## src/design/icache_pkg.sv

```systemverilog
package icache_pkg;

    localparam int WORD_W     = 32;
    localparam int ADDR_W     = 32;
    localparam int WAYS       = 4;
    localparam int SETS       = 128;
    localparam int LINE_WORDS = 8;
    localparam int TAG_W      = 20;
    localparam int INDEX_W    = 7;
    localparam int OFFSET_W   = 5;
    localparam int WAY_W      = 2;
    localparam int BEAT_W     = 3;

    typedef logic [WORD_W-1:0]  word_t;
    typedef logic [TAG_W-1:0]   tag_t;
    typedef logic [INDEX_W-1:0] index_t;
    typedef logic [WAY_W-1:0]   way_t;
    typedef logic [BEAT_W-1:0]  beat_t;

    // one bit per way, one-hot on a hit
    typedef logic [WAYS-1:0] way_mask_t;

    // normal fetch address, word select is offset[4:2]
    typedef struct packed {
        tag_t                tag;
        index_t              index;
        logic [OFFSET_W-1:0] offset;
    } fetch_addr_t;

    // index-type cache op, way taken from bits 13:12
    typedef struct packed {
        logic [ADDR_W-WAY_W-INDEX_W-OFFSET_W-1:0] upper;
        way_t                                     way;
        index_t                                   index;
        logic [OFFSET_W-1:0]                      offset;
    } op_addr_t;

    typedef union packed {
        fetch_addr_t fetch;
        op_addr_t    op;
    } icache_addr_u;

    typedef enum logic [1:0] {
        OP_INDEX_INV = 2'd0,
        OP_HIT_INV   = 2'd1
    } cache_op_kind_e;

    typedef struct packed {
        cache_op_kind_e kind;
        icache_addr_u   addr;
    } cache_op_t;

    typedef struct packed {
        word_t data;
        logic  last;
    } axi_r_t;

endpackage

```

## src/design/icache_ctrl.sv

```systemverilog
`timescale 1ns/1ps

module icache_ctrl
    import icache_pkg::*;
(
    input  logic         clk,
    input  logic         rst,
    input  logic         inst_req,
    input  icache_addr_u inst_addr,
    output logic         inst_addr_ok,
    output logic         inst_data_ok,
    input  logic         cache_req,
    input  cache_op_t    cache_op,
    output logic         cache_op_ok,
    input  way_mask_t    hit,
    input  way_t         victim,
    output index_t       index,
    output tag_t         lookup_tag,
    output beat_t        word_sel,
    output logic         tag_wr_en,
    output way_t         fill_way,
    output logic         inv_en,
    output way_t         inv_way,
    output logic         lru_touch,
    output way_t         lru_touch_way,
    output logic         refill_start,
    output word_t        line_addr,
    input  logic         refill_done
);

    typedef enum logic [2:0] {
        S_IDLE,
        S_LOOKUP,
        S_REFILL,
        S_REREAD,
        S_OP_INDEX,
        S_OP_HIT_READ,
        S_OP_HIT_CLEAR
    } ctrl_state_t;

    ctrl_state_t  state;
    icache_addr_u addr_q;
    way_mask_t    hit_q;
    logic         hit_any;
    logic         op_accept;

    function automatic way_t mask_to_way(way_mask_t m);
        way_t w;
        w = '0;
        for (int i = 0; i < WAYS; i++)
        begin
            if (m[i])
            begin
                w = way_t'(i);
            end
        end
        return w;
    endfunction

    assign hit_any   = |hit;
    assign op_accept = (state == S_IDLE) && cache_req;

    // a hit frees the lookup stage, so the next fetch can go in the same cycle
    assign inst_addr_ok = inst_req && !cache_req
                          && ((state == S_IDLE) || ((state == S_LOOKUP) && hit_any));
    assign inst_data_ok = (state == S_LOOKUP) && hit_any;
    assign cache_op_ok  = (state == S_OP_INDEX) || (state == S_OP_HIT_CLEAR);

    assign lookup_tag   = addr_q.fetch.tag;
    assign word_sel     = addr_q.fetch.offset[OFFSET_W-1:2];
    assign line_addr    = {addr_q.fetch.tag, addr_q.fetch.index, {OFFSET_W{1'b0}}};
    assign refill_start = (state == S_LOOKUP) && !hit_any;
    assign tag_wr_en    = (state == S_REFILL) && refill_done;

    assign lru_touch     = inst_data_ok;
    assign lru_touch_way = mask_to_way(hit);

    assign inv_en  = (state == S_OP_INDEX) || ((state == S_OP_HIT_CLEAR) && (|hit_q));
    assign inv_way = (state == S_OP_INDEX) ? addr_q.op.way : mask_to_way(hit_q);

    // incoming address on acceptance, otherwise the held one
    always_comb
    begin
        if (inst_addr_ok)
        begin
            index = inst_addr.fetch.index;
        end
        else if (op_accept)
        begin
            index = cache_op.addr.op.index;
        end
        else
        begin
            index = addr_q.fetch.index;
        end
    end

    always_ff @(posedge clk)
    begin
        if (rst)
        begin
            state <= S_IDLE;
        end
        else
        begin
            unique case (state)
                S_IDLE:
                begin
                    if (op_accept)
                    begin
                        state <= (cache_op.kind == OP_HIT_INV) ? S_OP_HIT_READ : S_OP_INDEX;
                    end
                    else if (inst_addr_ok)
                    begin
                        state <= S_LOOKUP;
                    end
                end
                S_LOOKUP:
                begin
                    if (!hit_any)
                    begin
                        state <= S_REFILL;
                    end
                    else if (!inst_addr_ok)
                    begin
                        state <= S_IDLE;
                    end
                end
                S_REFILL:
                begin
                    if (refill_done)
                    begin
                        state <= S_REREAD;
                    end
                end
                S_REREAD:      state <= S_LOOKUP;
                S_OP_HIT_READ: state <= S_OP_HIT_CLEAR;
                default:       state <= S_IDLE;
            endcase
        end
    end

    // op addresses share the holding register, the union tells them apart
    always_ff @(posedge clk)
    begin
        if (inst_addr_ok)
        begin
            addr_q <= inst_addr;
        end
        else if (op_accept)
        begin
            addr_q <= cache_op.addr;
        end
        if (refill_start)
        begin
            fill_way <= victim;
        end
        if (state == S_OP_HIT_READ)
        begin
            hit_q <= hit;
        end
    end

endmodule

```

## config.mk

```make
export PLATFORM = sky130hd
export DESIGN_NAME = icache_ctrl
export DESIGN_NICKNAME = d
export VERILOG_FILES = /design/src/design/icache_pkg.sv /design/src/design/icache_ctrl.sv
export SDC_FILE = /design/constraint.sdc
export NUM_CORES = 1
export LEC_CHECK = 0
export BUFFER_PORTS_ARGS = -buffer_cell sky130_fd_sc_hd__buf_2
export CORE_MARGIN = 3
export CORE_UTILIZATION = 42
export CTS_BUF_LIST = sky130_fd_sc_hd__clkbuf_16
export DETAILED_ROUTE_END_ITERATION = 10
export GPL_ROUTABILITY_DRIVEN = 0
export PLACE_DENSITY = 0.84
export SYNTH_ARGS = -nofsm -noshare
export SYNTH_HDL_FRONTEND = slang
export SYNTH_SLANG_ARGS = --single-unit
```

## constraint.sdc

```tcl
create_clock -name clk -period 2.4 [get_ports clk]
set_input_delay 0.48 -clock clk [delete_from_list [all_inputs] [get_ports clk]]
set_output_delay 0.48 -clock clk [all_outputs]
set_load 0.03 [all_outputs]
```

==> summary.txt <==
Die
  – Placeable Area: 0.004911 sq mm
  – Die area: 0.006193 sq mm
  – Die X: 78.70 um
  – Chip height: 78.70 um
  – Io pins: 152
  – Placement row count: 25
  – Initial Utilization: 45.20%

Pwr
  – Reg power frac: 35.8%
  – Clock power share: 30.6%
  – Sw Pwr: 793.8 uW
  – Gate power share: 33.6%
  – Peak VDD IR: 0.0004434 V
  – P_leak: 0.001500 uW
  – Sw Share: 32.38%
  – Pwr dens: 765.6 mW/mm^2
  – Power Internal: 1658 uW
  – Final Total Pwr: 2451 uW

Global routing
  – First-pass GRT wire length: 7.831 mm
  – Pin count of the biggest net entering global routing: 31
  – Vias in the first global route: 1,725
  – Gr ovfl total: 0
  – GRT Overall Usage: 16.29%
  – Antenna violations before repair: 0

Timing
  – Fin worst setup slack: -0.008368 ns
  – Slew @ Worst Pin: 0.7104 ns
  – Fmax: 415.2 MHz
  – Max Transition Viols Final: 0
  – Final Hold Viols: 0
  – RSZ-0062 raised after global routing: yes
  – Setup Skew: 0.002139 ns
  – Slew HR: 52.64%
  – Period utilization: 100.3%
  – Setup violators final: 1
  – Final min period: 2.408 ns

Clock tree
  – CTS Buf Count: 5
  – CTS tree: done
  – Worst-path clk slew: 0.06 ns
  – Root Driver: clkbuf_16
  – H-Tree Depth: 2
  – Clk_lat worst skew: 0.28 ns
  – Clock Tree Buf Depth: 2
  – Clock sink count: 39
  – Hold_buf cts: 0

Cells and area
  – Final core utilization: 65.20%
  – Layout cell share with drive strength beyond 1: 75.85%
  – Layout net count: 370
  – Layout area overhead: 44.25%
  – Non-Filler Instances: 361
  – # diodes: 0

Detailed routing
  – Antenna Nets Post-Route: 0
  – Vias/cell: 4.734
  – Starting DRT DRC Count: 42
  – Via Count: 1,709
  – WL per Instance: 15.14 um
  – Final WL: 5.467 mm
  – Router iterations before antenna repair: 4
  – Drt drc: 0

Setup path
  – R2R setup slack: 0.17 ns
  – CP max stage cell: dfxtp_4
  – Crit path largest cell delay: 0.36 ns
  – Number of cells on the critical path: 5
  – R2R Path End: addr_q[23]
  – Crit path max-delay family: multiplexers
  – Critical Path Fanout Max: 4
  – CP startpoint: state[0]
  – R2r startpoint: state[0]
  – CP Cell Sequence: nor4b_4 > buf_4 > mux2_2 > mux2_2 > buf_6
  – Crit path DAT: 1.93 ns
  – Crit path kind: flip-flop to primary output
  – Crit path launch type: flip-flop
  – Required time of the worst setup path: 1.92 ns
  – Crit path capture type: primary output
  – Crit path buf inv count: 2
  – R2R depth: 6
  – Top cell by count, worst path: mux2_2
  – Worst Setup EP: index[3]

Logic synthesis
  – Synth Area in XOR/XNOR: 0%
  – Synth area leaders: edfxtp_1 (49%), mux2_2 (17%), buf_4 (9.5%)
  – Simple-gate portion of the synthesized area: 7.666%
  – Most frequent cell after synthesis: edfxtp_1
  – Top cell type's share of synthesized area: 48.70%
  – Synth cell count leaders: edfxtp_1 (36), mux2_2 (33), buf_4 (28)
  – Syn. warnings: 0
  – Largest family of logic cells by synthesized area: multiplexers
  – Synth area leader: edfxtp_1
  – Synth Register Bits: 39
  – Post-synthesis sequential area ratio: 51.41%
  – Mux cell area share after synthesis: 24.46%
  – Synth Instances: 155
  – Avg Cell Area, Syn: 14.32 sq um
  – Asr flop ratio synth: 0%
  – Cell area after synthesis: 0.002220 sq mm
  – Number of synthesized flops with an enable pin: 36
  – Synth Flop Type: edfxtp_1
  – Yosys cell types: 36
  – Compound-cell area share of the yosys netlist: 4.002%
  – Post-Synth Adder-Cell Area: 0%

Place
  – Placed insts: 343
  – IO buf count: 142
  – Hpwl dp: 3.979 mm

Run status
  – Failing checks: negative setup slack
  – Status: finished with violations

Flow run
  – MaxCap Viol Count: 0

Worst hold path
  – Worst hold path class: input port to flip-flop
worst min path at each step:
stage	start	cells after the start	slack (ns)	end
2_1_floorplan	rst	1	0.55	state[1]
3_3_place_gp	victim[0]	1	0.66	fill_way[0]
3_5_place_dp	victim[1]	1	0.67	fill_way[1]
4_1_cts	victim[1]	1	0.38	fill_way[1]
5_1_grt	victim[1]	1	0.38	fill_way[1]
6_report	victim[0]	1	0.39	fill_way[0]
layout make-up:
class / instances / area [sq um]
clock inverters: 3 / 43.79
clock buffers: 5 / 125.1
repair buffers: 160 / 923.4
flip-flops and latches: 39 / 1146
fillers: 397 / 1709
inverters: 4 / 15.01
well taps: 67 / 83.83
multi-input cells: 83 / 864.6
cells by family (layout without fill, tap and decap cells):
| logic type | count (synthesis) | after routing |
|---|---|---|
| flops | 39 | 39 |
| simple gates | 24 | 24 |
| other cells | 1 | 5 |
| compound gates | 9 | 9 |
| buf+inv | 37 | 172 |
| mux | 45 | 45 |
stage by stage:
stage | area (sq um) | hold slack, ns | setup slack, ns | TNS [ns]
4_1_cts | 3048 | 0.3760 | 0.003559 | 0
6_report | 3202 | 0.3876 | -0.008368 | -0.008368
3_3_place_gp | 2850 | 0.6577 | 0.009437 | 0
2_1_floorplan | 2241 | 0.5491 | 0.2341 | 0
3_5_place_dp | 2850 | 0.6669 | -0.007102 | -0.1641
5_1_grt | 3202 | 0.3777 | -0.06478 | -0.1943
cell usage in the layout, fill, tap and decap left out, types with 2 or more instances in the layout:
master     Yosys  final
and3_1         2      2
buf_2          1    135
buf_4         28     15
buf_6          2      8
clkbuf_16      0      6
conb_1         1      5
edfxtp_1      36     36
inv_1          4      4
mux2_2        33     26
mux2_4        10     18
nor2_1         6      6
nor2b_1        2      2
nor3_1         2      2
or2_2          2      2
state kept, by name (all words and copies together), names as in the netlist:
signal and flops:
state 3, hit_q 4, fill_way 2, addr_q 30
power groups by stage:
stage / sequential [uW] / clock [uW] / combinational, uW
6_report: 878 / 750 / 823
3_5_place_dp: 895 / 0 / 734
5_1_grt: 889 / 797 / 867
3_3_place_gp: 891 / 0 / 724
2_1_floorplan: 1010 / 0 / 448
4_1_cts: 883 / 769 / 743
metal layers:
| metal | wire [um] | share of wire, % | GRT usage, % |
|---|---|---|---|
| met4 | 44 | 0.80 | 5.769 |
| met1 | 2010 | 37 | 17.45 |
| met5 | 0 | 0 | 0 |
| met3 | 436 | 8.0 | 4.195 |
| met2 | 2976 | 54 | 30.65 |
repair_timing:
action,CTS,global route
cloned,0,2
setup endpoints to repair,7,7
pin swaps,1,2
gates resized for setup,3,32
buffers inserted,3,5
Power figures use the tool's default switching activity.
