**config.mk**
```make
export PLATFORM = sky130hd
export DESIGN_NAME = icache_lru
export DESIGN_NICKNAME = d
export VERILOG_FILES = /design/src/design/icache_pkg.sv /design/src/design/icache_lru.sv
export SDC_FILE = /design/constraint.sdc
export NUM_CORES = 2
export LEC_CHECK = 0
export BUFFER_PORTS_ARGS = -buffer_cell sky130_fd_sc_hd__buf_2
export CAP_MARGIN = 30
export CELL_PAD_IN_SITES_DETAIL_PLACEMENT = 0
export CELL_PAD_IN_SITES_GLOBAL_PLACEMENT = 1
export CORE_MARGIN = 2
export CORE_UTILIZATION = 31
export CTS_BUF_LIST = sky130_fd_sc_hd__clkbuf_4 sky130_fd_sc_hd__clkbuf_8 sky130_fd_sc_hd__clkbuf_16
export DETAILED_ROUTE_END_ITERATION = 16
export GPL_TIMING_DRIVEN = 0
export PLACE_DENSITY = 0.55
export SLEW_MARGIN = 20
export SYNTH_ARGS = -nofsm -noshare
export SYNTH_HDL_FRONTEND = slang
export SYNTH_SLANG_ARGS = --single-unit
```
**constraint.sdc**
```tcl
create_clock -name clk -period 4.3 [get_ports clk]
set_clock_uncertainty 0.05 [all_clocks]
set_input_delay 0.86 -clock clk [delete_from_list [all_inputs] [get_ports clk]]
set_output_delay 0.86 -clock clk [all_outputs]
set_load 0.05 [all_outputs]
```
**src/design/icache_pkg.sv**
```systemverilog
package icache_pkg;

    localparam int WORD_W     = 32;
    localparam int ADDR_W     = 32;
    localparam int WAYS       = 4;
    localparam int SETS       = 128;
    localparam int LINE_WORDS = 8;
    localparam int TAG_W      = 20;
    localparam int INDEX_W    = 7;
    localparam int OFFSET_W   = 5;
    localparam int WAY_W      = 2;
    localparam int BEAT_W     = 3;

    typedef logic [WORD_W-1:0]  word_t;
    typedef logic [TAG_W-1:0]   tag_t;
    typedef logic [INDEX_W-1:0] index_t;
    typedef logic [WAY_W-1:0]   way_t;
    typedef logic [BEAT_W-1:0]  beat_t;

    // one bit per way, one-hot on a hit
    typedef logic [WAYS-1:0] way_mask_t;

    // normal fetch address, word select is offset[4:2]
    typedef struct packed {
        tag_t                tag;
        index_t              index;
        logic [OFFSET_W-1:0] offset;
    } fetch_addr_t;

    // index-type cache op, way taken from bits 13:12
    typedef struct packed {
        logic [ADDR_W-WAY_W-INDEX_W-OFFSET_W-1:0] upper;
        way_t                                     way;
        index_t                                   index;
        logic [OFFSET_W-1:0]                      offset;
    } op_addr_t;

    typedef union packed {
        fetch_addr_t fetch;
        op_addr_t    op;
    } icache_addr_u;

    typedef enum logic [1:0] {
        OP_INDEX_INV = 2'd0,
        OP_HIT_INV   = 2'd1
    } cache_op_kind_e;

    typedef struct packed {
        cache_op_kind_e kind;
        icache_addr_u   addr;
    } cache_op_t;

    typedef struct packed {
        word_t data;
        logic  last;
    } axi_r_t;

endpackage

```
**src/design/icache_lru.sv**
```systemverilog
`timescale 1ns/1ps

module icache_lru
    import icache_pkg::*;
(
    input  logic   clk,
    input  logic   rst,
    input  index_t index,
    input  logic   touch,
    input  way_t   touch_way,
    output way_t   victim
);

    // entry 0 is most recent, entry WAYS-1 is least recent
    way_t [WAYS-1:0] stack [SETS];

    index_t          read_index;
    way_t [WAYS-1:0] cur;
    way_t [WAYS-1:0] nxt;
    way_t            pos;

    assign victim = stack[index][WAYS-1];

    // a touch lands one cycle after its set was presented at index,
    // by then index may already point at the next fetch
    always_ff @(posedge clk)
    begin
        read_index <= index;
    end

    always_comb
    begin
        cur = stack[read_index];
        pos = way_t'(WAYS-1);
        for (int i = 0; i < WAYS; i++)
        begin
            if (cur[i] == touch_way)
            begin
                pos = way_t'(i);
            end
        end
        nxt[0] = touch_way;
        for (int i = 1; i < WAYS; i++)
        begin
            nxt[i] = (i <= int'(pos)) ? cur[i-1] : cur[i];
        end
    end

    always_ff @(posedge clk)
    begin
        if (rst)
        begin
            for (int s = 0; s < SETS; s++)
            begin
                for (int i = 0; i < WAYS; i++)
                begin
                    stack[s][i] <= way_t'(i);
                end
            end
        end
        else if (touch)
        begin
            stack[read_index] <= nxt;
        end
    end

endmodule

```
==> impl_metrics.xml <==
<?xml version="1.0" encoding="UTF-8"?>
<metrics>
  <group name="floorplanning">
    <metric name="starting_density_of_the_core" unit="%">31.3</metric>
    <metric name="die_height" unit="um">407</metric>
    <metric name="row_count" unit="">147</metric>
    <metric name="core-area" unit="um2">161000</metric>
    <metric name="chipWidth" unit="um">407</metric>
    <metric name="floorplan.die_area" unit="um2">166000</metric>
    <metric name="pin_count" unit="">14</metric>
  </group>
  <group name="yosys">
    <metric name="syn-instance-count" unit="">3932</metric>
    <metric name="synth_ff_type" unit="">sky130_fd_sc_hd__edfxtp_1</metric>
    <metric name="cell_area_after_synthesis" unit="um2">50400</metric>
    <metric name="ys_seq_area_share" unit="%">61.3</metric>
    <metric name="yosysWarningCount" unit="">0</metric>
    <metric name="synth.lib_cells_used.distinct" unit="">93</metric>
    <metric name="asyncSetResetFlopFracSynth" unit="%">0</metric>
    <metric name="synth_seq_cells" unit="">1031</metric>
    <metric name="synth_nets" unit="">3944</metric>
    <metric name="number_of_flops_mapped_to_enable_cells_by_yosys" unit="">1024</metric>
    <metric name="synthesis.area_per_instance" unit="um2">12.8</metric>
  </group>
  <group name="cts">
    <metric name="clock_sink_count" unit="">1031</metric>
    <metric name="clock_path_buffers" unit="">3</metric>
    <metric name="clock_tree_from_tritoncts" unit="">done</metric>
    <metric name="cts.root.buffer_cell" unit="">sky130_fd_sc_hd__clkbuf_16</metric>
    <metric name="cts-htree-levels" unit="">3</metric>
    <metric name="clkLatencyLatePin" unit="ns">0.80</metric>
    <metric name="cts_inserted_buffers" unit="">117</metric>
    <metric name="clkTransAtPathRegs" unit="ns">0.07</metric>
    <metric name="cts_hold_buffers" unit="">0</metric>
  </group>
  <group name="global_routing">
    <metric name="globalRouteOverflowTotal" unit="">0</metric>
    <metric name="largest_net_degree_at_the_start_of_global_routing" unit="">17</metric>
    <metric name="number_of_global_route_vias_before_repair" unit="">39900</metric>
    <metric name="grt_pass1_wl" unit="um">448000</metric>
    <metric name="grt.total_usage" unit="%">42.3</metric>
    <metric name="initial_antenna_violation_count" unit="">63</metric>
  </group>
  <group name="worst_setup_path">
    <metric name="cpMaxStageDelayCell" unit="">sky130_fd_sc_hd__nor3_2</metric>
    <metric name="critical_path.max_fanout" unit="">10</metric>
    <metric name="critPathRequiredTime" unit="ns">4.77</metric>
    <metric name="crit_path_max_incr_delay" unit="ns">0.42</metric>
    <metric name="r2r_cells" unit="">20</metric>
    <metric name="crit_path_cell_trace" unit="">buf_12, buf_12, nor2_4, buf_6, buf_8, buf_6, o2bb2ai_1, a221oi_4, nor3_2, o2bb2ai_2, o21ai_2, o211ai_4, a221oi_4, buf_6, mux2i_4, buf_12, buf_16, buf_12, buf_12, nand2_1</metric>
    <metric name="critPathLaunchType" unit="">register</metric>
    <metric name="path_common_cell" unit="">sky130_fd_sc_hd__buf_12</metric>
    <metric name="cp_data_arrival_time" unit="ns">5.51</metric>
    <metric name="setup.worst_path.end_class" unit="">register</metric>
    <metric name="critical_path_depth" unit="">20</metric>
    <metric name="timing_worst_setup_path_type" unit="">register to register</metric>
    <metric name="category_of_cells_accounting_for_the_largest_share_of_critical_path_delay" unit="">buffers and inverters</metric>
    <metric name="crit_buf_inv" unit="">10</metric>
    <metric name="rrSetupSlack" unit="ns">-0.74</metric>
  </group>
  <group name="worst_hold_path">
    <metric name="whs_path_depth" unit="">1</metric>
    <metric name="worstHoldPathType" unit="">primary input to register</metric>
  </group>
  <group name="sta">
    <metric name="achievable-frequency" unit="GHz">0.199</metric>
    <metric name="count_of_final_hold_check_violations" unit="">0</metric>
    <metric name="finalCriticalPeriod" unit="ns">5.04</metric>
    <metric name="report.final.slew_viol_count" unit="">0</metric>
    <metric name="report.final.setup_viol" unit="">1324</metric>
    <metric name="relSlewSlack" unit="%">25.0</metric>
    <metric name="fin_crit_sh" unit="%">117</metric>
    <metric name="rsz0062_at_grt" unit="">yes</metric>
    <metric name="max_slew.worst_pin.slew" unit="ns">1.12</metric>
    <metric name="final.setup.worst_slack" unit="ns">-0.736</metric>
    <metric name="worst_hold_slack" unit="ns">0.134</metric>
  </group>
  <group name="route">
    <metric name="drt_first_pass_iters" unit="">6</metric>
    <metric name="drt.antenna.violating_nets" unit="">0</metric>
    <metric name="dr_total_vias" unit="">44800</metric>
    <metric name="drt_iter0_markers" unit="">9017</metric>
    <metric name="detail_route.vias_per_cell" unit="">6.78</metric>
    <metric name="drc_violation_count_after_routing" unit="">0</metric>
    <metric name="wl_per_cell" unit="um">54.9</metric>
    <metric name="aggregate_routed_wire_length" unit="um">362000</metric>
  </group>
  <group name="cells_and_area">
    <metric name="drive_gt1_share" unit="%">31.7</metric>
    <metric name="final_core_util" unit="%">40.2</metric>
    <metric name="net_count_reported_at_finish" unit="">4303</metric>
    <metric name="fillerInstances" unit="">15200</metric>
    <metric name="most-common-layout-cells" unit="">sky130_fd_sc_hd__edfxtp_1 (1,024), sky130_fd_sc_hd__nand2_1 (577), sky130_fd_sc_hd__nor3_1 (338)</metric>
    <metric name="design_area" unit="um2">64700</metric>
    <metric name="layout.cells.most_common" unit="">sky130_fd_sc_hd__edfxtp_1</metric>
    <metric name="areaGrowthSynthToFinish" unit="%">28.3</metric>
  </group>
  <group name="place">
    <metric name="post-dp-hpwl" unit="um">251000</metric>
    <metric name="globalplace.congestion" unit="">1.09</metric>
    <metric name="port_buffers" unit="">12</metric>
    <metric name="pre_cts_ws" unit="ns">-3.70</metric>
    <metric name="dpl_cell_area" unit="um2">54900</metric>
  </group>
  <group name="power_and_ir_drop">
    <metric name="total_power" unit="mW">28.3</metric>
    <metric name="pwr_density_cell" unit="nW/um2">437</metric>
    <metric name="vdd_ir_drop_max" unit="mV">0.408</metric>
    <metric name="total_leakage_power" unit="nW">20.0</metric>
  </group>
  <group name="outcome">
    <metric name="failed_checks" unit="">negative setup slack</metric>
    <metric name="run_status" unit="">complete, but fails checks</metric>
  </group>
  <group name="job">
    <metric name="max_cap_violations" unit="">0</metric>
  </group>
</metrics>
-- worst reg2reg max path: stages, from the launching register on --
cell and delay, ns:
sky130_fd_sc_hd__dfxtp_4 0.38, sky130_fd_sc_hd__buf_12 0.17, sky130_fd_sc_hd__buf_12 0.21, sky130_fd_sc_hd__nor2_4 0.28, sky130_fd_sc_hd__buf_6 0.27, sky130_fd_sc_hd__buf_8 0.30
sky130_fd_sc_hd__buf_6 0.35, sky130_fd_sc_hd__o2bb2ai_1 0.24, sky130_fd_sc_hd__a221oi_4 0.18, sky130_fd_sc_hd__nor3_2 0.42, sky130_fd_sc_hd__o2bb2ai_2 0.13, sky130_fd_sc_hd__o21ai_2 0.28
sky130_fd_sc_hd__o211ai_4 0.16, sky130_fd_sc_hd__a221oi_4 0.28, sky130_fd_sc_hd__buf_6 0.15, sky130_fd_sc_hd__mux2i_4 0.26, sky130_fd_sc_hd__buf_12 0.15, sky130_fd_sc_hd__buf_16 0.14
sky130_fd_sc_hd__buf_12 0.15, sky130_fd_sc_hd__buf_12 0.15, sky130_fd_sc_hd__nand2_1 0.07
-- Yosys cell counts (all sizes together), types with 8 or more instances --
| master | count | area (um2) |
|---|---|---|
| edfxtp | 1024 | 30700 |
| nand2 | 628 | 2360 |
| nor3 | 436 | 2660 |
| nor2 | 258 | 973 |
| buf | 257 | 1680 |
| clkbuf | 166 | 623 |
| mux4 | 140 | 3150 |
| or2 | 110 | 688 |
| a221oi | 109 | 972 |
| mux2i | 100 | 1000 |
| mux2 | 74 | 837 |
| a22oi | 64 | 480 |
| a21oi | 53 | 265 |
| nand2b | 48 | 300 |
| o21ai | 41 | 205 |
| nand3 | 35 | 175 |
| a221o | 34 | 340 |
| a22o | 24 | 210 |
| o22ai | 24 | 150 |
| nor2b | 23 | 144 |
| a31oi | 18 | 113 |
| o221ai | 18 | 158 |
| a222oi | 16 | 160 |
| o2bb2ai | 16 | 140 |
| a21bo | 15 | 150 |
| o211ai | 14 | 110 |
| and3 | 13 | 81.3 |
| nand3b | 13 | 97.6 |
| and3b | 10 | 87.6 |
| inv | 10 | 37.5 |
| a211oi | 8 | 60.1 |
| a32oi | 8 | 70.1 |
| and2 | 8 | 50.1 |
| or3b | 8 | 70.1 |
-- final timing paths --
check / endpoint / start
setup / recovery: stack[19][5] / read_index[2]
hold / removal: read_index[2] / index[2]
setup reg to reg: stack[19][5] / read_index[2]
hold reg to reg: stack[20][1] / read_index[6]
-- report_power, final --
| group | total (mW) | switching [mW] | internal (mW) | leakage (nW) |
|---|---|---|---|---|
| logic | 6.36 | 4.28 | 2.08 | 8.95 |
| registers | 11.3 | 0.0987 | 11.2 | 9.14 |
| clock network | 10.6 | 4.69 | 5.92 | 1.94 |
-- sequential cells by signal (all words and copies together), names as in the netlist --
| register | flops |
|---|---|
| read_index | 7 |
| stack | 1024 |
-- cells by family (layout without fill, tap and decap cells) --
logic type / after synthesis / after routing / share of synthesized area (%)
flops: 1031 / 1031 / 61.3
simple gates: 1624 / 1624 / 15.8
mux: 314 / 314 / 9.90
buf+inv: 434 / 894 / 4.66
other cells: 0 / 51 / 0
compound gates: 529 / 529 / 8.31
-- layout make-up --
cell class	count	area, um2	share of cell area [%]
Antenna cell	51	128	0.197
Buffer	421	5010	7.74
Clock buffer	148	3190	4.93
Clock inverter	72	707	1.09
Inverter	11	53.8	0.0832
Multi-Input combinational cell	2467	18500	28.5
Sequential cell	1031	30900	47.8
Tap cell	2160	2700	4.18
Timing Repair Buffer	242	3540	5.47
-- metrics by stage --
stage | setup TNS [ns] | cells
after global routing | -411.27 | 6569
after floorplan | 0 | 3932
after global placement | -5483.85 | 6104
after CTS | -270.26 | 6502
final | -587.68 | 6603
after detailed placement | -3470.18 | 6183
-- layer usage --
layer	vias up	part of all wire [%]	track usage, %	routed length [um]
li1	15900	-	-	-
met1	23000	35	51.0	128000
met2	4689	39	56.7	143000
met3	1221	15	20.3	56100
met4	14	9.7	34.5	35300
met5	-	0.066	0.172	238
-- repair_timing --
| action | in CTS | in global routing |
|---|---|---|
| pin swaps | 38 | 14 |
| setup endpoints to repair | 1850 | 1128 |
| cloned | 8 | 12 |
| gates resized for setup | 751 | 207 |
| setup buffers | 93 | 36 |
Power figures use the tool's default switching activity.
