$ cat src/design/icache_pkg.sv
package icache_pkg;

    localparam int WORD_W     = 32;
    localparam int ADDR_W     = 32;
    localparam int WAYS       = 4;
    localparam int SETS       = 128;
    localparam int LINE_WORDS = 8;
    localparam int TAG_W      = 20;
    localparam int INDEX_W    = 7;
    localparam int OFFSET_W   = 5;
    localparam int WAY_W      = 2;
    localparam int BEAT_W     = 3;

    typedef logic [WORD_W-1:0]  word_t;
    typedef logic [TAG_W-1:0]   tag_t;
    typedef logic [INDEX_W-1:0] index_t;
    typedef logic [WAY_W-1:0]   way_t;
    typedef logic [BEAT_W-1:0]  beat_t;

    // one bit per way, one-hot on a hit
    typedef logic [WAYS-1:0] way_mask_t;

    // normal fetch address, word select is offset[4:2]
    typedef struct packed {
        tag_t                tag;
        index_t              index;
        logic [OFFSET_W-1:0] offset;
    } fetch_addr_t;

    // index-type cache op, way taken from bits 13:12
    typedef struct packed {
        logic [ADDR_W-WAY_W-INDEX_W-OFFSET_W-1:0] upper;
        way_t                                     way;
        index_t                                   index;
        logic [OFFSET_W-1:0]                      offset;
    } op_addr_t;

    typedef union packed {
        fetch_addr_t fetch;
        op_addr_t    op;
    } icache_addr_u;

    typedef enum logic [1:0] {
        OP_INDEX_INV = 2'd0,
        OP_HIT_INV   = 2'd1
    } cache_op_kind_e;

    typedef struct packed {
        cache_op_kind_e kind;
        icache_addr_u   addr;
    } cache_op_t;

    typedef struct packed {
        word_t data;
        logic  last;
    } axi_r_t;

endpackage

$ cat src/design/icache_refill.sv
`timescale 1ns/1ps

module icache_refill
    import icache_pkg::*;
(
    input  logic   clk,
    input  logic   rst,
    input  logic   refill_start,
    input  word_t  line_addr,
    output word_t  araddr,
    output logic   arvalid,
    input  logic   arready,
    input  axi_r_t r,
    input  logic   rvalid,
    output logic   rready,
    output logic   fill_en,
    output beat_t  fill_beat,
    output logic   refill_done
);

    typedef enum logic [1:0] {
        R_IDLE,
        R_ADDR,
        R_DATA
    } refill_state_t;

    refill_state_t state;
    beat_t         beat;

    assign arvalid     = (state == R_ADDR);
    assign rready      = (state == R_DATA);
    assign fill_en     = rready && rvalid;
    assign fill_beat   = beat;
    assign refill_done = fill_en && r.last;

    always_ff @(posedge clk)
    begin
        if (rst)
        begin
            state <= R_IDLE;
            beat  <= '0;
        end
        else
        begin
            unique case (state)
                R_IDLE:
                begin
                    if (refill_start)
                    begin
                        state <= R_ADDR;
                        beat  <= '0;
                    end
                end
                R_ADDR:
                begin
                    if (arready)
                    begin
                        state <= R_DATA;
                    end
                end
                default:
                begin
                    if (fill_en)
                    begin
                        beat <= beat + 1'b1;
                        if (r.last)
                        begin
                            state <= R_IDLE;
                        end
                    end
                end
            endcase
        end
    end

    // burst address held stable until arready
    always_ff @(posedge clk)
    begin
        if ((state == R_IDLE) && refill_start)
        begin
            araddr <= line_addr;
        end
    end

endmodule

$ cat config.mk
export PLATFORM = sky130hd
export DESIGN_NAME = icache_refill
export DESIGN_NICKNAME = d
export VERILOG_FILES = /design/src/design/icache_pkg.sv /design/src/design/icache_refill.sv
export SDC_FILE = /design/constraint.sdc
export NUM_CORES = 1
export LEC_CHECK = 0
export CAP_MARGIN = 30
export CORE_ASPECT_RATIO = 1.2
export CORE_MARGIN = 3
export CORE_UTILIZATION = 40
export DETAILED_ROUTE_END_ITERATION = 6
export DONT_BUFFER_PORTS = 1
export PLACE_DENSITY_LB_ADDON = 0.25
export SLEW_MARGIN = 5
export SYNTH_ARGS = -nofsm -noshare
export SYNTH_HDL_FRONTEND = slang
export SYNTH_SLANG_ARGS = --single-unit
$ cat constraint.sdc
create_clock -name clk -period 6.9 [get_ports clk]
set_clock_uncertainty 0.1 [all_clocks]
set_input_delay 0.69 -clock clk [delete_from_list [all_inputs] [get_ports clk]]
set_output_delay 0.69 -clock clk [all_outputs]
set_load 0.05 [all_outputs]
==> flow_metrics.py, run 1 <==
metrics = {
    "outcome": {
        "run_status": "completed",
    },
    "clocking": {
        "hold_buffers": 0,
        "clockRootBuffer": "clkbuf_4",
        "cts_sinks": 37,
        "clk_latency_ns": 0.33,
        "cts_tree": "built",
        "post_cts_buffers": 0,
        "cts_buffers": 5,
        "clk_pin_slew_ns": 0.10,
        "cts_resized": 0,
        "cts_max_level": 2,
        "cts_buffer_depth": 2,
    },
    "grt": {
        "grt_antenna_before_repair": 0,
        "overflow": 0,
        "gr-usage-all-layers_pct": 10.5,
        "grt_pass1_wl_mm": 2.85,
        "grt_max_degree": 35,
        "grt_pass1_vias": 545,
    },
    "pwr": {
        "p_sw_w": 0.000134,
        "p_leak_nw": 0.452,
        "pwr-share-seq_pct": 71.9,
        "ir_drop_mv": 0.180,
        "power_frac_comb_pct": 4.0,
        "clockPowerShare_pct": 24.1,
        "intPower_w": 0.000305,
        "power_density_nw_per_um2": 323,
        "p_sw_share_pct": 30.5,
    },
    "floorplanning": {
        "dieArea_um2": 3860,
        "die_x_um": 57.2,
        "start_util_pct": 43.6,
        "std_cell_rows": 21,
        "coreArea_um2": 2890,
        "io_pins": 109,
        "dieHeight_um": 67.5,
    },
    "synthesis": {
        "async_flop_share_pct": 0,
        "synth_area_leaders": "edfxtp_1 76%, dfxtp_1 7.9%, nor2b_1 1.5%, ha_1 0.99%, nor3b_2 0.99%",
        "ys_seq_area_share_pct": 84.2,
        "synth_flop_cell": "edfxtp_1",
        "syn-instance-count": 64,
        "syn_area_per_cell_um2": 19.7,
        "ys_warn_count": 0,
        "synth_area_um2": 1260,
        "synth_area_leader_cell": "edfxtp_1",
        "netlist.area_leader.share_pct": 76.3,
        "synth_edf_count": 32,
        "synth.distinct_cells": 24,
        "synth_seq_cells": 37,
        "syn_nets": 135,
    },
    "run": {
        "cap_violations": 0,
    },
    "layout": {
        "syn_to_final_growth_pct": 7.94,
        "final_cell_mix": "32 x edfxtp_1, 5 x clkbuf_4, 5 x dfxtp_1",
        "n_antenna_cell": 0,
        "utilization_pct": 47.1,
        "mostFrequentLayoutCell": "edfxtp_1",
        "drive_gt1_share_pct": 22.2,
        "multi_input_area_um2": 194,
        "design_area_um2": 1360,
        "fillers": 246,
        "fin_cells": 106,
        "regArea_um2": 1060,
        "fin_nets": 142,
    },
    "critical_path": {
        "end_kind": "primary output",
        "critPathBufInv": 0,
        "crit_path_max_fanout": 12,
        "cp_data_arrival_time_ns": 1.71,
        "slowest_stage": "nor2b_1",
        "path_cells": "nor2b_1",
        "worstSetupPathType": "flop to primary output",
        "critPathMaxStageDelay_ns": 0.80,
        "critPathTopFamily": "simple AND/OR/NAND/NOR gates",
        "crit_required_ns": 6.11,
        "critPathLaunchType": "flop",
    },
    "placed_design": {
        "dp_cells": 98,
        "dp_hpwl_mm": 1.54,
        "dpl_cell_area_um2": 1310,
        "port_buffers": 0,
        "place.gp.congestion": 0.640,
    },
    "timing": {
        "timing.slew.headroom_pct": 37.8,
        "rsz0062_at_grt": "false",
        "period_share_pct": 36.3,
        "worstMarginPinSlew_ns": 0.931,
        "setup_violations": 0,
        "fmax_mhz": 399,
        "slew_violations": 0,
        "fin_crit_ns": 2.50,
        "tns_ns": 0,
        "hold_viol_final": 0,
    },
    "detailed_routing": {
        "wl_per_cell_um": 19.5,
        "via_per_inst": 5.26,
        "dr.pass1.iters": 4,
        "drc": 0,
        "ant_nets": 0,
        "wl_mm": 2.07,
        "vias": 558,
        "first_iter_violations": 13,
    },
    "worst_hold_path": {
        "hold_path.class": "input port to flop",
    },
}
-- worst paths after layout --
kind                                       startpoint                    end  slack (ns)  cells past startpoint
worst min register to register  state[0]$_SDFFE_PP0P_  state[1]$_SDFFE_PP0P_        0.51                      2
worst max register to register  state[1]$_SDFFE_PP0P_    araddr[8]$_DFFE_PP_        5.39                      2
worst max-delay path            state[1]$_SDFFE_PP0P_                 rready        4.40                      1
worst min-delay path                              rst  state[1]$_SDFFE_PP0P_        0.31                      1
-- routing by layer --
layer	GRT usage (%)	vias up	wire length (µm)
li1	-	255	-
met1	9.40	250	715
met2	15.6	48	1020
met3	9.75	5	293
met4	6.09	0	32
met5	0	-	0
-- cell families after synthesis --
group,Yosys count,share of synthesized area (%)
and+or+nand+nor,17,9.14
buffers and inverters,1,0.894
DFF,37,84.2
adders and majority gates,1,0.993
AOI/OAI and AO/OA,7,4.07
xor gates and xnor gates,1,0.695
-- through the flow --
step	total power (W)	setup WS (ns)	hold slack (ns)
2_1_floorplan	0.000334	4.32	0.428
3_3_place_gp	0.000339	4.77	0.485
3_5_place_dp	0.000339	4.77	0.504
4_1_cts	0.000446	4.37	0.286
5_1_grt	0.000460	4.30	0.267
6_report	0.000439	4.40	0.308
-- power by group through the flow --
stage / Combinational (W) / Clock, W / Sequential (W)
finish: 0.0000175 / 0.000106 / 0.000316
global route: 0.0000190 / 0.000123 / 0.000318
CTS: 0.0000179 / 0.000111 / 0.000316
detailed placement: 0.0000179 / 0 / 0.000321
global placement: 0.0000174 / 0 / 0.000321
floorplan: 0.0000154 / 0 / 0.000319
-- worst reg2reg max path, delay by kind of cell (launching register included) --
| kind | cells | cell delay [ns] |
|---|---|---|
| and+or+nand+nor | 1 | 0.22 |
| buffers and inverters | 1 | 0.39 |
| DFF | 1 | 0.45 |
-- state kept, by name, summed over array words and instances (netlist names) --
signal,count
araddr,32
state,2
fill_beat,3
-- synthesized netlist by cell type (2+ instances only) --
cell type and number:
dfxtp_1 5, a21oi_1 2, nor2b_1 3, edfxtp_1 32
nand2_1 3
-- area by class of cell --
| type | count | area share, % |
|---|---|---|
| sequential | 37 | 78.0 |
| clock buffer | 5 | 2.76 |
| multi-input combinational | 26 | 14.3 |
| timing repair buffer | 1 | 0.552 |
| clock inverter | 3 | 1.29 |
| tap | 34 | 3.13 |
No activity file was read; power rests on OpenSTA's default activity.
==> run 2: changes to the inputs <==
Settings changed: ABC_AREA set to 1.
Clock period 6.9 ns to 2.31 ns, I/O delays scaled along.
==> flow_metrics.py, run 2 <==
metrics = {
    "critical_path": {
        "r2r_cells": 4,
        "end_kind": "primary output",
        "worstSetupPathType": "flop to primary output",
        "crit_required_ns": 1.98,
        "cp_data_arrival_time_ns": 1.38,
        "critPathLaunchType": "flop",
        "crit_path_max_fanout": 5,
    },
    "detailed_routing": {
        "wl_mm": 2.29,
        "dr.pass1.iters": 2,
        "via_per_inst": 4.88,
        "wl_per_cell_um": 15.1,
        "drc": 0,
        "first_iter_violations": 8,
        "vias": 741,
        "ant_nets": 0,
    },
    "layout": {
        "final_cell_mix": "35 x dlygate4sd3_1, 32 x edfxtp_1, 8 x nand2_1",
        "fin_nets": 188,
        "drive_gt1_share_pct": 14.4,
        "syn_to_final_growth_pct": 40.1,
        "regMostFlops": "araddr",
        "design_area_um2": 1730,
        "n_antenna_cell": 0,
        "multi_input_area_um2": 140,
        "utilization_pct": 60.3,
        "regArea_um2": 1060,
        "largest_reg_flops": 32,
        "mostFrequentLayoutCell": "dlygate4sd3_1",
        "fillers": 215,
        "fin_cells": 152,
    },
    "clocking": {
        "hold_buffers": 35,
        "cts_max_level": 2,
        "clk_pin_slew_ns": 0.11,
        "cts_tree": "built",
        "cts_buffer_depth": 2,
        "cts_buffers": 5,
        "clockRootBuffer": "clkbuf_4",
        "cts_sinks": 37,
        "cts_resized": 0,
        "post_cts_buffers": 0,
        "clk_latency_ns": 0.32,
    },
    "pwr": {
        "ir_drop_mv": 0.480,
        "p_total_w": 0.00149,
        "power_frac_comb_pct": 7.7,
        "p_sw_share_pct": 28.5,
        "p_leak_nw": 0.653,
        "p_sw_w": 0.000424,
        "clockPowerShare_pct": 28.2,
        "intPower_w": 0.00107,
        "pwr-share-seq_pct": 64.1,
        "power_density_nw_per_um2": 863,
    },
    "grt": {
        "gr-usage-all-layers_pct": 12.7,
        "grt_antenna_before_repair": 0,
        "grt_max_degree": 33,
        "overflow": 0,
        "grt_pass1_wl_mm": 3.45,
        "grt_pass1_vias": 734,
    },
    "worst_hold_path": {
        "hold_path.class": "input port to flop",
        "holdPathStages": 3,
    },
    "synthesis": {
        "synth_seq_cells": 37,
        "synth_flop_cell": "edfxtp_1",
        "synth_area_leader_cell": "edfxtp_1",
        "netlist.area_leader.share_pct": 78.0,
        "synth.distinct_cells": 15,
        "synth_area_leaders": "edfxtp_1 78%, dfxtp_1 8.1%, nand2_1 2.4%, inv_1 1.8%, a21oi_1 1.6%",
        "synth_area_um2": 1230,
        "synth_common_cells": "32 x edfxtp_1, 8 x nand2_1, 6 x inv_1",
        "synth_edf_count": 32,
        "syn-instance-count": 72,
        "async_flop_share_pct": 0,
        "ys_seq_area_share_pct": 86.1,
        "yosysMostFrequentCell": "edfxtp_1",
        "ys_warn_count": 0,
        "syn_nets": 143,
        "syn_area_per_cell_um2": 17.1,
    },
    "floorplanning": {
        "std_cell_rows": 21,
        "die_x_um": 56.7,
        "io_pins": 109,
        "dieArea_um2": 3790,
        "coreArea_um2": 2860,
        "start_util_pct": 43.0,
        "dieHeight_um": 66.8,
    },
    "timing": {
        "worstMarginPinSlew_ns": 0.568,
        "timing.slew.headroom_pct": 62.1,
        "rsz0062_at_grt": "false",
        "fin_crit_ns": 1.71,
        "hold_viol_final": 0,
        "setup_violations": 0,
        "fmax_mhz": 585,
        "period_share_pct": 74.0,
        "tns_ns": 0,
        "slew_violations": 0,
    },
    "placed_design": {
        "dp_cells": 109,
        "place.gp.congestion": 0.682,
        "dp_hpwl_mm": 1.60,
        "port_buffers": 0,
        "dpl_cell_area_um2": 1300,
    },
    "outcome": {
        "run_status": "completed",
    },
    "run": {
        "cap_violations": 0,
    },
}
-- run 2: metal layers --
layer / GRT usage, % / vias up / wire length, µm
met5: 0 / - / 0
met4: 6.23 / 0 / 14
met3: 7.56 / 2 / 290
met2: 20.8 / 52 / 1130
met1: 12.7 / 340 / 850
li1: - / 347 / -
-- run 2: critical path, cell delays in order, from the launching register on --
cell and delay [ns]:
dfxtp_1 0.42, inv_2 0.06, nor2_2 0.08, buf_4 0.21, nand2_2 0.10, clkinv_2 0.18
-- run 2: layout make-up --
class                   count  area share (%)
flip-flops and latches     37            61.4
repair buffers             38            21.6
multi-input cells          27            8.12
well taps                  34            2.46
clock inverters             3            2.39
clock buffers               5            2.17
inverters                   8            1.81
-- run 2: logic make-up (layout without fill, tap and decap cells) --
kind of cell / Yosys count / after routing / share of synthesized area, %
AOI/OAI and AO/OA: 6 / 6 / 2.94
adders and majority gates: 1 / 1 / 1.02
DFF: 37 / 37 / 86.1
buffers and inverters: 8 / 54 / 2.54
and+or+nand+nor: 20 / 20 / 7.41
-- run 2: worst paths after layout --
| path | startpoint | end | slack, ns |
|---|---|---|---|
| max reg2reg | state[1]$_SDFFE_PP0P_ | araddr[6]$_DFFE_PP_ | 0.79 |
| max | state[1]$_SDFFE_PP0P_ | fill_en | 0.60 |
| min reg2reg | state[0]$_SDFFE_PP0P_ | state[0]$_SDFFE_PP0P_ | 0.43 |
| min | rvalid | fill_beat[1]$_SDFFE_PP0P_ | 0.03 |
-- run 2: power by group through the flow --
| stage | logic, W | clock network (W) | registers [W] |
|---|---|---|---|
| finish | 0.000115 | 0.000420 | 0.000955 |
| global route | 0.000127 | 0.000470 | 0.000959 |
| CTS | 0.000117 | 0.000441 | 0.000955 |
| detailed placement | 0.0000676 | 0 | 0.000971 |
| global placement | 0.0000655 | 0 | 0.000969 |
| floorplan | 0.0000512 | 0 | 0.000964 |
-- run 2: stage by stage --
step / hold WS [ns] / setup WS (ns)
floorplan: 0.193 / 0.587
global placement: 0.194 / 0.810
detailed placement: 0.198 / 0.792
CTS: 0.0129 / 0.574
global route: 0.0195 / 0.468
finish: 0.0317 / 0.600
==> run 3: changes to the inputs <==
Clock period 2.31 ns to 1.61 ns, I/O delays scaled along.
==> flow_metrics.py, run 3 (same netlist as run 2, synthesis figures left out) <==
metrics = {
    "pwr": {
        "p_leak_nw": 0.696,
        "power_density_nw_per_um2": 1270,
        "ir_drop_mv": 0.737,
    },
    "detailed_routing": {
        "via_per_inst": 4.70,
        "first_iter_violations": 21,
        "wl_per_cell_um": 15.1,
        "vias": 738,
        "drc": 0,
        "ant_nets": 0,
        "dr.pass1.iters": 3,
        "wl_mm": 2.37,
    },
    "critical_path": {
        "slowest_stage": "dfxtp_1",
        "crit_required_ns": 1.35,
        "critPathMaxStageDelay_ns": 0.37,
        "crit-reg2reg-launch": "state[0]$_SDFFE_PP0P_",
        "cp_data_arrival_time_ns": 1.22,
        "end_kind": "primary output",
        "crit_path_max_fanout": 5,
        "worstSetupPathType": "flop to primary output",
        "reg2reg_slack_ns": 0.24,
        "r2r_cells": 4,
        "critPathLaunchType": "flop",
        "path_cells": "inv_1 > nand4_1 > inv_1",
        "worstReg2RegEnd": "araddr[26]$_DFFE_PP_",
        "cpMostUsedCell": "inv_1",
    },
    "timing": {
        "fmax_mhz": 674,
        "hold_viol_final": 0,
        "timing.slew.headroom_pct": 67.0,
        "rsz0062_at_grt": "false",
        "tns_ns": 0,
        "fin_crit_ns": 1.48,
        "worstMarginPinSlew_ns": 0.497,
        "period_share_pct": 92.1,
        "setup_violations": 0,
        "slew_violations": 0,
    },
    "placed_design": {
        "dpl_cell_area_um2": 1360,
        "port_buffers": 0,
        "dp_hpwl_mm": 1.51,
        "place.gp.congestion": 0.670,
    },
    "clocking": {
        "clockRootBuffer": "clkbuf_4",
        "cts_sinks": 37,
        "cts_buffer_depth": 2,
        "cts_max_level": 2,
        "clk_pin_slew_ns": 0.10,
        "cts_buffers": 5,
        "cts_tree": "built",
        "clk_latency_ns": 0.32,
    },
    "worst_hold_path": {
        "hold_path.class": "input port to flop",
        "holdPathStages": 3,
        "hp-start": "r[0]",
        "min_to": "state[1]$_SDFFE_PP0P_",
    },
    "layout": {
        "fillers": 208,
        "syn_to_final_growth_pct": 47.7,
        "multi_input_area_um2": 140,
        "regMostFlops": "araddr",
        "final_cell_mix": "36 x dlygate4sd3_1, 32 x edfxtp_1, 8 x nand2_1",
        "drive_gt1_share_pct": 19.5,
        "n_antenna_cell": 0,
        "fin_nets": 193,
        "design_area_um2": 1820,
        "mostFrequentLayoutCell": "dlygate4sd3_1",
        "largest_reg_flops": 32,
        "regArea_um2": 1060,
    },
    "grt": {
        "grt_pass1_vias": 772,
        "met1_usage_pct": 13.0,
        "gr-usage-met3_pct": 8.33,
        "busiest_layer": "met2",
        "grt_pass1_wl_mm": 3.65,
        "grt_antenna_before_repair": 0,
        "grt_max_degree": 33,
        "overflow": 0,
        "gr-usage-all-layers_pct": 13.3,
        "grt_use_met2_pct": 22.0,
    },
    "floorplanning": {
        "std_cell_rows": 21,
        "dieHeight_um": 66.8,
        "dieArea_um2": 3790,
        "io_pins": 109,
        "coreArea_um2": 2860,
        "start_util_pct": 43.0,
        "die_x_um": 56.7,
    },
    "run": {
        "cap_violations": 0,
    },
    "outcome": {
        "run_status": "completed",
    },
}
run 3: changes by cell type in the layout (fill, tap and decap cells not counted), sizes merged:
cell | previous run | this run
dlygate4sd3 | 35 | 36
buf | 3 | 7
bufinv | 1 | 2
inv | 7 | 6
run 3: how the worst max path moves through the flow:
stage	from	end	slack [ns]	cells after the start
floorplan	state[1]$_SDFFE_PP0P_	fill_beat[1]$_SDFFE_PP0P_	0.01	6
global placement	state[1]$_SDFFE_PP0P_	araddr[7]$_DFFE_PP_	0.27	4
detailed placement	state[1]$_SDFFE_PP0P_	araddr[9]$_DFFE_PP_	0.23	4
CTS	state[1]$_SDFFE_PP0P_	fill_en	0.1	5
global route	state[0]$_SDFFE_PP0P_	refill_done	0.004	3
finish	state[0]$_SDFFE_PP0P_	refill_done	0.13	3
run 3: worst max-delay path: cells and delay by family (launching register included):
kind	cells	cell delay (ns)
and+or+nand+nor	1	0.09
buffers and inverters	2	0.43
DFF	1	0.37
run 3: area by class of cell:
cell class	instances	share of cell area [%]
flip-flops and latches	37	58.4
multi-input cells	27	7.70
clock buffers	5	2.06
well taps	34	2.34
clock inverters	3	3.57
inverters	8	1.92
repair buffers	43	24.1
run 3: metrics by stage:
stage          total power, W  hold WS [ns]  setup slack (ns)  utilization, %  std cells
2_1_floorplan         0.00146         0.123            0.0133               -         72
3_3_place_gp          0.00150         0.125             0.272            47.4        113
3_5_place_dp          0.00150         0.126             0.234            47.4        113
4_1_cts               0.00234       0.00374            0.0963            63.5        157
5_1_grt               0.00241        0.0508           0.00396            63.6        157
6_report              0.00231        0.0150             0.127            63.6        157
run 3: where the power goes:
part	total, W	internal (W)	switching (W)
logic	0.000188	0.0000918	0.0000957
registers	0.00137	0.00113	0.000237
clock network	0.000761	0.000481	0.000280
total	0.00231	0.00170	0.000613
run 3: timing repair:
item | in CTS | in global routing
endpoints found under the hold margin | 37 | 0
resized for setup | 0 | 1
endpoints found under the setup margin | 0 | 2
hold buffers | 36 | 0
setup buffers | 0 | 0
run 3: routing by layer:
layer  vias to the layer above  wire (µm)
li1                        356          -
met1                       326        814
met2                        52       1220
met3                         4        312
met4                         0         23
met5                         -          0
